<file path="src/common/mmio_types_pkg.sv">
package mmio_types_pkg;

    // bus and peripheral widths
    localparam int WORD_WIDTH        = 32;
    localparam int LED_WIDTH         = 6;
    localparam int PMOD_WIDTH        = 8;
    localparam int BUTTON_WIDTH      = 4;
    localparam int SWITCH_WIDTH      = 2;
    localparam int TONE_PERIOD_WIDTH = 24;
    localparam int SAMPLE_WIDTH      = 24;
    localparam int COORD_WIDTH       = 10;
    localparam int FB_ADDR_WIDTH     = 20;
    localparam int FIFO_ENTRY_WIDTH  = 8;

    typedef logic [WORD_WIDTH-1:0]        word_t;
    typedef logic [LED_WIDTH-1:0]         led_t;
    typedef logic [PMOD_WIDTH-1:0]        pmod_t;
    typedef logic [BUTTON_WIDTH-1:0]      button_t;
    typedef logic [SWITCH_WIDTH-1:0]      switch_t;
    typedef logic [TONE_PERIOD_WIDTH-1:0] tone_period_t;
    typedef logic [SAMPLE_WIDTH-1:0]      sample_t;
    typedef logic [COORD_WIDTH-1:0]       coord_t;
    typedef logic [FB_ADDR_WIDTH-1:0]     fb_addr_t;
    typedef logic [FIFO_ENTRY_WIDTH-1:0]  fifo_entry_t;

    localparam tone_period_t TONE_PERIOD_RESET = 24'h000555;
    localparam int           BUTTON_FIFO_DEPTH = 32;

endpackage

</file>
<file path="src/common/mmio_map_pkg.sv">
package mmio_map_pkg;

    import mmio_types_pkg::*;

    // ------------------------------------------------------------------------
    // register addresses
    // ------------------------------------------------------------------------
    localparam word_t ADDR_CYCLE_COUNT   = 32'h8000_0010;
    localparam word_t ADDR_INSTR_COUNT   = 32'h8000_0014;
    localparam word_t ADDR_COUNTER_RESET = 32'h8000_0018;
    localparam word_t ADDR_FIFO_EMPTY    = 32'h8000_0020;
    localparam word_t ADDR_FIFO_DATA     = 32'h8000_0024;
    localparam word_t ADDR_SWITCHES      = 32'h8000_0028;
    localparam word_t ADDR_LEDS          = 32'h8000_0030;
    localparam word_t ADDR_TONE_ENABLE   = 32'h8000_0034;
    localparam word_t ADDR_TONE_PERIOD   = 32'h8000_0038;
    localparam word_t ADDR_AUDIO_FULL    = 32'h8000_0040;
    localparam word_t ADDR_AUDIO_SAMPLE  = 32'h8000_0044;
    localparam word_t ADDR_HDMI_X0       = 32'h8001_0000;
    localparam word_t ADDR_HDMI_X1       = 32'h8001_0004;
    localparam word_t ADDR_HDMI_Y0       = 32'h8001_0008;
    localparam word_t ADDR_HDMI_Y1       = 32'h8001_000c;
    localparam word_t ADDR_HDMI_COLOR    = 32'h8001_0010;
    localparam word_t ADDR_HDMI_FIRE     = 32'h8001_0014;

    localparam logic [7:0] FB_REGION_TAG = 8'h90;  // top address byte of pixel writes

    // store destinations
    typedef enum logic [3:0] {
        WR_NONE, WR_COUNTER_RESET, WR_LEDS, WR_TONE_ENABLE, WR_TONE_PERIOD,
        WR_AUDIO_SAMPLE, WR_FB_PIXEL, WR_HDMI_X0, WR_HDMI_X1, WR_HDMI_Y0,
        WR_HDMI_Y1, WR_HDMI_COLOR, WR_HDMI_FIRE
    } wr_target_e;

    // load sources
    typedef enum logic [2:0] {
        RD_NONE, RD_CYCLE_COUNT, RD_INSTR_COUNT, RD_FIFO_EMPTY,
        RD_FIFO_DATA, RD_SWITCHES, RD_AUDIO_FULL
    } rd_source_e;

endpackage

</file>
<file path="src/common/mmio_bus_if.sv">
`timescale 1ns/1ps

interface mmio_bus_if
    import mmio_types_pkg::*, mmio_map_pkg::*;
();

    wr_target_e wr_target;  // WR_NONE when no store
    word_t      wdata;
    fb_addr_t   fb_addr;    // pixel index from the store address
    rd_source_e rd_source;  // RD_NONE when no load or unmapped
    logic       fifo_pop;

    modport ctrl (output wr_target, wdata, fb_addr, rd_source, fifo_pop);
    modport periph (input wr_target, wdata, fb_addr, rd_source, fifo_pop);

endinterface

</file>
<file path="src/gpio/button_fifo.sv">
`timescale 1ns/1ps

module button_fifo
    import mmio_types_pkg::*;
#(
    parameter int DEPTH = BUTTON_FIFO_DEPTH
) (
    input  logic        clk,
    input  logic        rst,
    input  logic        wr_en,
    input  fifo_entry_t din,
    input  logic        rd_en,
    output fifo_entry_t dout,
    output logic        full,
    output logic        empty
);

    localparam int PTR_WIDTH = $clog2(DEPTH);

    fifo_entry_t          mem [DEPTH];
    logic [PTR_WIDTH-1:0] wr_ptr;
    logic [PTR_WIDTH-1:0] rd_ptr;
    logic [PTR_WIDTH:0]   count;
    logic                 do_wr;
    logic                 do_rd;

    assign full  = (count == (PTR_WIDTH+1)'(DEPTH));
    assign empty = (count == '0);
    assign do_wr = wr_en && !full;   // overflow dropped
    assign do_rd = rd_en && !empty;
    assign dout  = mem[rd_ptr];      // head visible before the pop

    always_ff @(posedge clk) begin
        if (do_wr) begin
            mem[wr_ptr] <= din;
        end
    end

    always_ff @(posedge clk) begin
        if (rst) begin
            wr_ptr <= '0;
            rd_ptr <= '0;
            count  <= '0;
        end else begin
            if (do_wr) begin
                wr_ptr <= (wr_ptr == PTR_WIDTH'(DEPTH - 1)) ? '0 : wr_ptr + 1'b1;
            end
            if (do_rd) begin
                rd_ptr <= (rd_ptr == PTR_WIDTH'(DEPTH - 1)) ? '0 : rd_ptr + 1'b1;
            end
            case ({do_wr, do_rd})
                2'b10:   count <= count + 1'b1;
                2'b01:   count <= count - 1'b1;
                default: count <= count;
            endcase
        end
    end

endmodule

</file>
<file path="src/gpio/gpio_block.sv">
`timescale 1ns/1ps

module gpio_block
    import mmio_types_pkg::*, mmio_map_pkg::*;
(
    input  logic        clk,
    input  logic        rst,
    input  button_t     buttons,
    mmio_bus_if.periph  bus,
    output led_t        leds,
    output pmod_t       pmod_leds,
    output logic        fifo_empty,
    output fifo_entry_t fifo_head
);

    logic        fifo_full;
    logic        push_en;
    fifo_entry_t push_data;

    // ------------------------------------------------------------------------
    // LED registers
    // ------------------------------------------------------------------------
    always_ff @(posedge clk) begin
        if (rst) begin
            leds      <= '0;
            pmod_leds <= '0;
        end else if (bus.wr_target == WR_LEDS) begin
            leds      <= bus.wdata[LED_WIDTH-1:0];
            pmod_leds <= bus.wdata[8 +: PMOD_WIDTH];  // second byte
        end
    end

    // push stage, one entry per cycle while held
    always_ff @(posedge clk) begin
        if (rst) begin
            push_en <= 1'b0;
        end else begin
            push_en <= (|buttons) && !fifo_full;
        end
    end

    always_ff @(posedge clk) begin
        push_data <= {{(FIFO_ENTRY_WIDTH-BUTTON_WIDTH){1'b0}}, buttons};
    end

    button_fifo #(
        .DEPTH (BUTTON_FIFO_DEPTH)
    ) u_button_fifo (
        .clk   (clk),
        .rst   (rst),
        .wr_en (push_en),
        .din   (push_data),
        .rd_en (bus.fifo_pop),
        .dout  (fifo_head),
        .full  (fifo_full),
        .empty (fifo_empty)
    );

endmodule

</file>
<file path="src/rtl/audio_regs.sv">
`timescale 1ns/1ps

module audio_regs
    import mmio_types_pkg::*, mmio_map_pkg::*;
(
    input  logic         clk,
    input  logic         rst,
    mmio_bus_if.periph   bus,
    output logic         tone_enable,
    output tone_period_t tone_period,
    output sample_t      audio_din,
    output logic         audio_wr_en
);

    // tone generator control
    always_ff @(posedge clk) begin
        if (rst) begin
            tone_enable <= 1'b0;
            tone_period <= TONE_PERIOD_RESET;
        end else if (bus.wr_target == WR_TONE_ENABLE) begin
            tone_enable <= bus.wdata[0];
        end else if (bus.wr_target == WR_TONE_PERIOD) begin
            tone_period <= bus.wdata[TONE_PERIOD_WIDTH-1:0];
        end
    end

    // sample towards the I2S FIFO, one write per store
    always_ff @(posedge clk) begin
        if (rst) begin
            audio_din   <= '0;
            audio_wr_en <= 1'b0;
        end else begin
            audio_wr_en <= (bus.wr_target == WR_AUDIO_SAMPLE);
            if (bus.wr_target == WR_AUDIO_SAMPLE) begin
                audio_din <= bus.wdata[SAMPLE_WIDTH-1:0];
            end
        end
    end

endmodule

</file>
<file path="src/rtl/mmio_decoder.sv">
`timescale 1ns/1ps

module mmio_decoder
    import mmio_types_pkg::*, mmio_map_pkg::*;
(
    input  logic  store,
    input  logic  load,
    input  word_t addr,
    input  word_t wdata,
    input  logic  fifo_empty,
    mmio_bus_if.ctrl bus
);

    logic fb_region;

    assign fb_region = (addr[WORD_WIDTH-1 -: 8] == FB_REGION_TAG);

    assign bus.wdata   = wdata;
    assign bus.fb_addr = addr[FB_ADDR_WIDTH-1:0];

    // only a real data load pops, an empty FIFO keeps its pointers
    assign bus.fifo_pop = load && (addr == ADDR_FIFO_DATA) && !fifo_empty;

    // ------------------------------------------------------------------------
    // store decode
    // ------------------------------------------------------------------------
    always_comb begin
        bus.wr_target = WR_NONE;
        if (store) begin
            if (fb_region) begin
                bus.wr_target = WR_FB_PIXEL;
            end else begin
                case (addr)
                    ADDR_COUNTER_RESET: bus.wr_target = WR_COUNTER_RESET;
                    ADDR_LEDS:          bus.wr_target = WR_LEDS;
                    ADDR_TONE_ENABLE:   bus.wr_target = WR_TONE_ENABLE;
                    ADDR_TONE_PERIOD:   bus.wr_target = WR_TONE_PERIOD;
                    ADDR_AUDIO_SAMPLE:  bus.wr_target = WR_AUDIO_SAMPLE;
                    ADDR_HDMI_X0:       bus.wr_target = WR_HDMI_X0;
                    ADDR_HDMI_X1:       bus.wr_target = WR_HDMI_X1;
                    ADDR_HDMI_Y0:       bus.wr_target = WR_HDMI_Y0;
                    ADDR_HDMI_Y1:       bus.wr_target = WR_HDMI_Y1;
                    ADDR_HDMI_COLOR:    bus.wr_target = WR_HDMI_COLOR;
                    ADDR_HDMI_FIRE:     bus.wr_target = WR_HDMI_FIRE;
                    default:            bus.wr_target = WR_NONE;
                endcase
            end
        end
    end

    // ------------------------------------------------------------------------
    // load decode
    // ------------------------------------------------------------------------
    always_comb begin
        bus.rd_source = RD_NONE;
        if (load) begin
            case (addr)
                ADDR_CYCLE_COUNT: bus.rd_source = RD_CYCLE_COUNT;
                ADDR_INSTR_COUNT: bus.rd_source = RD_INSTR_COUNT;
                ADDR_FIFO_EMPTY:  bus.rd_source = RD_FIFO_EMPTY;
                ADDR_FIFO_DATA:   bus.rd_source = RD_FIFO_DATA;
                ADDR_SWITCHES:    bus.rd_source = RD_SWITCHES;
                ADDR_AUDIO_FULL:  bus.rd_source = RD_AUDIO_FULL;
                default:          bus.rd_source = RD_NONE;  // unmapped reads as zero
            endcase
        end
    end

endmodule

</file>
<file path="src/rtl/mmio_top.sv">
`timescale 1ns/1ps

module mmio_top
    import mmio_types_pkg::*;
(
    input  logic         clk,
    input  logic         rst,
    input  logic         store,
    input  logic         load,
    input  logic         instr_retire,
    input  word_t        addr,
    input  word_t        wdata,
    input  button_t      buttons,
    input  switch_t      switches,
    input  logic         audio_fifo_full,
    input  logic         hdmi_rx_ready,
    output word_t        rd_data,
    output logic         rd_valid,
    output led_t         leds,
    output pmod_t        pmod_leds,
    output logic         tone_enable,
    output tone_period_t tone_period,
    output sample_t      audio_din,
    output logic         audio_wr_en,
    output logic         fb_we,
    output fb_addr_t     fb_addr,
    output logic         fb_data,
    output coord_t       x0,
    output coord_t       x1,
    output coord_t       y0,
    output coord_t       y1,
    output logic         color,
    output logic         hdmi_rx_valid
);

    word_t       cycle_count;
    word_t       instr_count;
    logic        fifo_empty;
    fifo_entry_t fifo_head;

    mmio_bus_if bus ();

    mmio_decoder u_decoder (
        .store      (store),
        .load       (load),
        .addr       (addr),
        .wdata      (wdata),
        .fifo_empty (fifo_empty),
        .bus        (bus.ctrl)
    );

    perf_counters u_counters (
        .clk          (clk),
        .rst          (rst),
        .instr_retire (instr_retire),
        .bus          (bus.periph),
        .cycle_count  (cycle_count),
        .instr_count  (instr_count)
    );

    gpio_block u_gpio (
        .clk        (clk),
        .rst        (rst),
        .buttons    (buttons),
        .bus        (bus.periph),
        .leds       (leds),
        .pmod_leds  (pmod_leds),
        .fifo_empty (fifo_empty),
        .fifo_head  (fifo_head)
    );

    audio_regs u_audio (
        .clk         (clk),
        .rst         (rst),
        .bus         (bus.periph),
        .tone_enable (tone_enable),
        .tone_period (tone_period),
        .audio_din   (audio_din),
        .audio_wr_en (audio_wr_en)
    );

    video_regs u_video (
        .clk           (clk),
        .rst           (rst),
        .hdmi_rx_ready (hdmi_rx_ready),
        .bus           (bus.periph),
        .fb_we         (fb_we),
        .fb_addr       (fb_addr),
        .fb_data       (fb_data),
        .x0            (x0),
        .x1            (x1),
        .y0            (y0),
        .y1            (y1),
        .color         (color),
        .hdmi_rx_valid (hdmi_rx_valid)
    );

    read_mux u_read_mux (
        .clk             (clk),
        .rst             (rst),
        .load            (load),
        .bus             (bus.periph),
        .cycle_count     (cycle_count),
        .instr_count     (instr_count),
        .fifo_empty      (fifo_empty),
        .fifo_head       (fifo_head),
        .switches        (switches),
        .audio_fifo_full (audio_fifo_full),
        .rd_data         (rd_data),
        .rd_valid        (rd_valid)
    );

endmodule

</file>
<file path="src/rtl/perf_counters.sv">
`timescale 1ns/1ps

module perf_counters
    import mmio_types_pkg::*, mmio_map_pkg::*;
(
    input  logic  clk,
    input  logic  rst,
    input  logic  instr_retire,
    mmio_bus_if.periph bus,
    output word_t cycle_count,
    output word_t instr_count
);

    logic clear;

    assign clear = rst || (bus.wr_target == WR_COUNTER_RESET);

    always_ff @(posedge clk) begin
        if (clear) begin
            cycle_count <= '0;
            instr_count <= '0;   // clear beats a retire in the same cycle
        end else begin
            cycle_count <= cycle_count + 1'b1;
            if (instr_retire) begin
                instr_count <= instr_count + 1'b1;
            end
        end
    end

endmodule

</file>
<file path="src/rtl/read_mux.sv">
`timescale 1ns/1ps

module read_mux
    import mmio_types_pkg::*, mmio_map_pkg::*;
(
    input  logic        clk,
    input  logic        rst,
    input  logic        load,
    mmio_bus_if.periph  bus,
    input  word_t       cycle_count,
    input  word_t       instr_count,
    input  logic        fifo_empty,
    input  fifo_entry_t fifo_head,
    input  switch_t     switches,
    input  logic        audio_fifo_full,
    output word_t       rd_data,
    output logic        rd_valid
);

    word_t rd_next;

    always_comb begin
        case (bus.rd_source)
            RD_CYCLE_COUNT: rd_next = cycle_count;
            RD_INSTR_COUNT: rd_next = instr_count;
            RD_FIFO_EMPTY:  rd_next = word_t'(fifo_empty);
            RD_FIFO_DATA:   rd_next = word_t'(fifo_head[BUTTON_WIDTH-1:0]);  // button bits only
            RD_SWITCHES:    rd_next = word_t'(switches);
            RD_AUDIO_FULL:  rd_next = word_t'(audio_fifo_full);
            default:        rd_next = '0;
        endcase
    end

    // writeback stage, value as seen in the load cycle
    always_ff @(posedge clk) begin
        if (rst) begin
            rd_data  <= '0;
            rd_valid <= 1'b0;
        end else begin
            rd_data  <= rd_next;
            rd_valid <= load;  // unmapped loads complete too
        end
    end

endmodule

</file>
<file path="src/video/video_regs.sv">
`timescale 1ns/1ps

module video_regs
    import mmio_types_pkg::*, mmio_map_pkg::*;
(
    input  logic       clk,
    input  logic       rst,
    input  logic       hdmi_rx_ready,
    mmio_bus_if.periph bus,
    output logic       fb_we,
    output fb_addr_t   fb_addr,
    output logic       fb_data,
    output coord_t     x0,
    output coord_t     x1,
    output coord_t     y0,
    output coord_t     y1,
    output logic       color,
    output logic       hdmi_rx_valid
);

    logic pixel_wr;

    assign pixel_wr = (bus.wr_target == WR_FB_PIXEL);

    // ------------------------------------------------------------------------
    // framebuffer write port
    // ------------------------------------------------------------------------
    always_ff @(posedge clk) begin
        if (rst) begin
            fb_we   <= 1'b0;
            fb_addr <= '0;
            fb_data <= 1'b0;
        end else begin
            fb_we   <= pixel_wr;
            fb_addr <= pixel_wr ? bus.fb_addr : '0;   // idle port shows zero
            fb_data <= pixel_wr ? bus.wdata[0] : 1'b0;
        end
    end

    // ------------------------------------------------------------------------
    // line drawer registers
    // ------------------------------------------------------------------------
    always_ff @(posedge clk) begin
        if (rst) begin
            x0    <= '0;
            x1    <= '0;
            y0    <= '0;
            y1    <= '0;
            color <= 1'b0;
        end else begin
            case (bus.wr_target)
                WR_HDMI_X0:    x0 <= bus.wdata[COORD_WIDTH-1:0];
                WR_HDMI_X1:    x1 <= bus.wdata[COORD_WIDTH-1:0];
                WR_HDMI_Y0:    y0 <= bus.wdata[COORD_WIDTH-1:0];
                WR_HDMI_Y1:    y1 <= bus.wdata[COORD_WIDTH-1:0];
                WR_HDMI_COLOR: color <= bus.wdata[0];
                default:       color <= color;
            endcase
        end
    end

    // fire is lost when the line engine is busy
    always_ff @(posedge clk) begin
        if (rst) begin
            hdmi_rx_valid <= 1'b0;
        end else begin
            hdmi_rx_valid <= (bus.wr_target == WR_HDMI_FIRE) && hdmi_rx_ready;
        end
    end

endmodule
</file>
<file path="config.mk">
export PLATFORM = sky130hd
export DESIGN_NAME = mmio_top
export DESIGN_NICKNAME = d
export VERILOG_FILES = /design/src/common/mmio_types_pkg.sv /design/src/common/mmio_map_pkg.sv /design/src/common/mmio_bus_if.sv /design/src/gpio/button_fifo.sv /design/src/gpio/gpio_block.sv /design/src/rtl/audio_regs.sv /design/src/rtl/mmio_decoder.sv /design/src/rtl/mmio_top.sv /design/src/rtl/perf_counters.sv /design/src/rtl/read_mux.sv /design/src/video/video_regs.sv
export SDC_FILE = /design/constraint.sdc
export NUM_CORES = 1
export LEC_CHECK = 0
export ABC_CLOCK_PERIOD_IN_PS = 4600
export BUFFER_PORTS_ARGS = -buffer_cell sky130_fd_sc_hd__buf_2
export CORE_ASPECT_RATIO = 0.7
export CORE_MARGIN = 2
export CORE_UTILIZATION = 60
export DETAILED_ROUTE_END_ITERATION = 6
export PLACE_DENSITY = 0.88
export SETUP_SLACK_MARGIN = 0.15
export SLEW_MARGIN = 20
export SYNTH_ARGS = -nofsm -noshare
export SYNTH_HDL_FRONTEND = slang
export SYNTH_HIERARCHICAL = 1
export SYNTH_SLANG_ARGS = --single-unit
</file>
<file path="constraint.sdc">
create_clock -name clk -period 4.6 [get_ports clk]
set_input_delay 0.69 -clock clk [delete_from_list [all_inputs] [get_ports clk]]
set_output_delay 0.69 -clock clk [all_outputs]
set_load 0.1 [all_outputs]
</file>
Yosys cells after proc, flatten, opt, wreduce, memory -nomap -nowiden
Memories as Yosys holds them, arrays and structs flattened. A register that Yosys moved wholly into a read port is not among the register bits.
Cells that the tools add are included.
{"block": "word_totals", "register_bits": 246, "mem_bits_rw": 128, "elab_cells": 101, "mem_count": 1}
{"name": "u_gpio.u_button_fifo.mem", "words": 32, "word_bits": 4, "read_ports": 1, "rd_clocked_by_memory_dff": 1, "write_ports": 1, "line": "button_fifo.sv:20", "text": "fifo_entry_t mem [DEPTH];"}
{"block": "classes", "add_sub_neg": 6, "n_eq_ne": 41, "muxes": 13, "bitwise": 2, "reduce_logical": 14}
{"cell": "32-bit == test (second input constant)", "count": 17}
{"cell": "32-bit case mux with 6 select lines", "count": 1}
{"cell": "32-bit by 1-bit adder with 32-bit output (second input constant)", "count": 2}
{"cell": "4-bit case mux with 11 select lines", "count": 1}
{"cell": "4-bit == test (second input constant)", "count": 5}
{"cell": "5-bit two-way mux", "count": 4}
{"cell": "3-bit case mux with 6 select lines", "count": 1}
{"cell": "4-bit by 3-bit == test with 1-bit output (second input constant)", "count": 4}
{"cell": "6-bit case mux with 2 select lines", "count": 1}
{"cell": "5-bit by 1-bit adder with 5-bit output (second input constant)", "count": 2}
{"cell": "5-bit == test (second input constant)", "count": 2}
{"cell": "3-bit == test (second input constant)", "count": 3}
{"cell": "4-bit by 2-bit == test with 1-bit output (second input constant)", "count": 2}
{"cell": "8-bit == test (second input constant)", "count": 1}
{"cell": "4-bit two-way mux", "count": 2}
{"cell": "6-bit by 1-bit adder with 6-bit output (second input constant)", "count": 1}
{"cell": "3-bit by 2-bit == test with 1-bit output (second input constant)", "count": 2}
{"cell": "6-bit == test (second input constant)", "count": 1}
{"cell": "1-bit logical AND", "count": 6}
{"cell": "6-bit zero test", "count": 1}
{"cell": "6-bit by 1-bit subtractor with 6-bit output (second input constant)", "count": 1}
{"cell": "4-bit by 1-bit == test with 1-bit output (second input constant)", "count": 1}
{"cell": "4-bit OR reduction", "count": 1}
{"cell": "3-bit by 1-bit == test with 1-bit output (second input constant)", "count": 1}
{"cell": "10 further kinds", "count": 13}

Longest topological paths before layout
{"block": "logic_depth", "depth_word": 7, "depth_mapped": 14, "mapped_depth_nobuf": 13}

Modules after synthesis
The synthesis kept the hierarchy.
{"module": "button_fifo", "n_inst": 1, "cells_per_inst": 633, "area_each_um2": 11084.4, "seq_area_each_um2": 8107.8}
{"module": "perf_counters", "n_inst": 1, "cells_per_inst": 353, "area_each_um2": 3035.4, "seq_area_each_um2": 1281.2}
{"module": "video_regs", "n_inst": 1, "cells_per_inst": 222, "area_each_um2": 2344.7, "seq_area_each_um2": 1281.2}
{"module": "audio_regs", "n_inst": 1, "cells_per_inst": 199, "area_each_um2": 2084.5, "seq_area_each_um2": 1001.0}
{"module": "read_mux", "n_inst": 1, "cells_per_inst": 131, "area_each_um2": 1336.3, "seq_area_each_um2": 660.6}
{"module": "mmio_decoder", "n_inst": 1, "cells_per_inst": 110, "area_each_um2": 798.3, "seq_area_each_um2": 0.0}
{"module": "gpio_block", "n_inst": 1, "cells_per_inst": 69, "area_each_um2": 757.0, "seq_area_each_um2": 380.4}

Least setup slack after synthesis
Ideal clock, no wire load.
{"block": "synth_path", "kind": "input to register", "startpoint": "in addr[29]", "endpoint": "reg u_gpio.u_button_fifo.count[4]", "setup_time_ps": 121, "t_arrival_ps": 3925, "path_slack_ps": 555, "cell_stages": 14, "cell_sequence": "or4b_1 > nand4b_4 > nor4_1 > nor4b_1 > o31ai_4 > inv_1 > ha_1 > clkbuf_1 > xor2_1 > ha_1 > a21oi_1 > nand4bb_1 > a31oi_1 > mux2_2"}
{"block": "synth_via", "elab_chain_len": 6}
{"element": "start, declared", "line": "mmio_top.sv:11", "text": "input word_t addr,"}
{"element": "32-bit == test *", "line": "mmio_decoder.sv:22", "text": "assign bus.fifo_pop = load && (addr == ADDR_FIFO_DATA) && !fifo_empty;"}
{"element": "1-bit logical AND * (2 in series)", "line": "mmio_decoder.sv:22"}
{"element": "via bus.fifo_pop", "line": "mmio_bus_if.sv:11", "text": "logic fifo_pop;"}
{"element": "1-bit logical AND *", "line": "button_fifo.sv:30", "text": "assign do_rd = rd_en && !empty;"}
{"element": "2-bit by 1-bit == test with 1-bit output / 2-bit == test (equally long branches)", "line": "button_fifo.sv:51", "text": "case ({do_wr, do_rd})"}
{"element": "6-bit case mux with 2 select lines / 2-bit nonzero test (equally long branches)"}
{"element": "end signal, assigned", "line": "button_fifo.sv:52", "text": "2'b10: count <= count + 1'b1;"}
{"element": "end signal, assigned", "line": "button_fifo.sv:53", "text": "2'b01: count <= count - 1'b1;"}
{"element": "end signal, assigned", "line": "button_fifo.sv:54", "text": "default: count <= count;"}
{"element": "end, declared", "line": "button_fifo.sv:23", "text": "logic [PTR_WIDTH:0] count;"}
The timed path passes the listed nets; every way through them passes the cells marked *.
A chain may end at the register's enable or synchronous reset.

Worst setup path in the final report
Same ends and word-level chain as after synthesis.

==> impl_metrics.csv <==
group,metric,value,unit
status,status,"finished clean",
clock_tree,hold_buffers,0,
worst_setup_path,critical_path_peak_fanout,9,
clock_tree,cts_sinks,379,
routing,initialDrtViolationCount,1077,
synth,syn_nets,1585,
worst_setup_path,cp-start-kind,"primary input",
worst_setup_path,crit_path_end_kind,"flop",
worst_setup_path,worstPathArrival,4.27,ns
timing,max_freq,259,MHz
routing,drc,0,
routing,wl_per_cell,20.5,microns
routing,wirelength,41.4,mm
clock_tree,cts_setup_buffers,0,
layout,final_cell_mix,"246 x dfxtp_1, 228 x buf_2, 154 x nand2b_1, 149 x mux2i_1, 128 x edfxtp_1",
clock_tree,cts_root_buf,"clkbuf_16",
routing,ant_nets,0,
floorplanning,pin_count,238,
clock_tree,h-tree-depth,2,
place,io_buffers,229,
worst_setup_path,critPathKind,"in -> reg",
synth,synth.avg_cell_area,11.1,sq um
layout,drive_above_1_share,22.1,%
timing,tightest_slew,1.04,ns
synth,syn-cell-area,0.0166,sq mm
floorplanning,die-area,0.0290,sq mm
pwr,p_total,0.00671,W
routing,vias,12200,
clock_tree,path_clk_slew,0.06,ns
synth,syn_inst,1496,
timing,final_max_slew_viol_count,0,
layout,nets,1721,
grt,track_usage,28.1,%
timing,fin_crit,3.86,ns
timing,finClkSkew,0.0140,ns
grt,antenna_found_initial,3,
synth,yosys_warnings,6,
place,dp_hpwl,27.8,mm
worst_setup_path,cpPeakStageDelay,0.55,ns
floorplanning,start_util,61.6,%
pwr,powerDensity,359,mW/mm^2
floorplanning,row_count,50,
clock_tree,clk_latency,0.52,ns
timing,finalSetupTns,0,ns
grt,grt_max_degree,109,
routing,via_per_inst,6.04,
clock_tree,cts_resized,0,
floorplanning,chipHeight,143,microns
worst_setup_path,worst-endpoint-required,5.01,ns
grt,overflow,0,
run,maxCapViolations,0,
grt,grt_pass1_vias,12000,
worst_setup_path,crit_slowest_cell,"nor4b_1",
worst_setup_path,cp_cell_sequence,"buf_2 > or4b_1 > nand4b_4 > nor4_1 > nor4b_1 > o31ai_4 > inv_1 > ha_1 > xor2_1 > ha_1 > a21oi_1 > nand4bb_1 > a31oi_1 > mux2_2",
layout,area_growth,12.8,%
timing,rsz0062_at_grt,"false",
grt,grt_first_pass_wirelength,64.3,mm
clock_tree,numCtsBuffers,36,
floorplanning,chipWidth,203,microns
timing,timing.final.crit_share,84.0,%
clock_tree,cts_tree,"built",
layout,final_common_cell,"dfxtp_1",
pwr,vdd_drop_max,259,uV
routing,dr.pass1.iters,6,
timing,hold_violations,0,
timing,maxSlewHeadroom,30.8,%
pwr,p_leak,7.15,nW
clock_tree,clockBufferDepth,3,
floorplanning,core_area,0.0270,sq mm
worst_setup_path,path_common_cell,"ha_1",
timing,setup_viol,0,
place,gp_congestion,0.866,
layout,fill_cells,1899,
min_path,min_path_type,"in -> reg",
-- critical path: cells and delay by family --
| family | cells | cell delay, ns |
|---|---|---|
| buffers and inverters | 2 | 0.23 |
| AND/OR/NAND/NOR | 5 | 1.95 |
| XOR/XNOR | 1 | 0.16 |
| AO/OA/AOI/OAI | 3 | 0.53 |
| multiplexers | 1 | 0.35 |
| adder cells (fa/ha/maj) | 2 | 0.36 |
-- sequential cells by signal (all words and copies together), names as in the netlist, 6 cells and up, named ones only --
signal                      count
u_gpio/u_button_fifo/mem      128
u_counters/cycle_count         32
u_counters/instr_count         32
u_read_mux/rd_data             32
u_audio/audio_din              24
u_audio/tone_period            24
u_video/fb_addr                20
u_video/x0                     10
u_video/x1                     10
u_video/y0                     10
u_video/y1                     10
u_gpio/pmod_leds                8
u_gpio/leds                     6
u_gpio/u_button_fifo/count      6
-- metal layers --
layer,vias to the layer above,part of all wire [%],global-route usage [%],wire [microns]
li1,5609,-,-,-
met1,5921,40,37.3,16700
met2,596,47,45.8,19400
met3,91,9.8,6.91,4050
met4,0,2.9,8.99,1200
met5,-,0,0,0
-- layout make-up --
type | count | area [sq um] | share of cell area [%]
Multi-Input combinational cell | 937 | 6800 | 36.3
Timing Repair Buffer | 245 | 1270 | 6.78
Tap cell | 364 | 455 | 2.43
Clock inverter | 10 | 131 | 0.702
Clock buffer | 51 | 1050 | 5.61
Sequential cell | 379 | 8870 | 47.4
Antenna cell | 3 | 7.51 | 0.0401
Inverter | 33 | 129 | 0.688
-- per-stage QoR --
| stage | hold WS (ns) | worst slack (ns) | utilization [%] | cell area [sq um] | std cells |
|---|---|---|---|---|---|
| after floorplan | 0.423 | 0.555 | - | 16600 | 1496 |
| after global placement | 0.448 | 0.377 | 65.0 | 17500 | 1958 |
| after detailed placement | 0.451 | 0.367 | 65.0 | 17500 | 1958 |
| after CTS | 0.275 | 0.805 | 69.4 | 18700 | 2019 |
| after global routing | 0.274 | 0.555 | 69.4 | 18700 | 2021 |
| final | 0.292 | 0.738 | 69.4 | 18700 | 2022 |
-- power breakdown --
part	leakage, nW	switching [W]	internal, W
Clock	0.573	0.00124	0.00176
Sequential	3.18	0.0000339	0.00347
Combinational	3.40	0.000128	0.0000810
Total	7.15	0.00140	0.00532
-- path summary, 6_finish.rpt --
| path | cells past startpoint | slack, ns | end | startpoint |
|---|---|---|---|---|
| max reg2reg | 11 | 1.10 | u_gpio/u_button_fifo/count[5] | u_gpio/u_button_fifo/count[1] |
| min | 1 | 0.29 | u_gpio/push_data[3] | buttons[3] |
| max | 14 | 0.74 | u_gpio/u_button_fifo/count[4] | addr[29] |
| min reg2reg | 2 | 0.47 | u_gpio/leds[5] | u_gpio/leds[5] |
No activity file was read; power rests on OpenSTA's default activity.
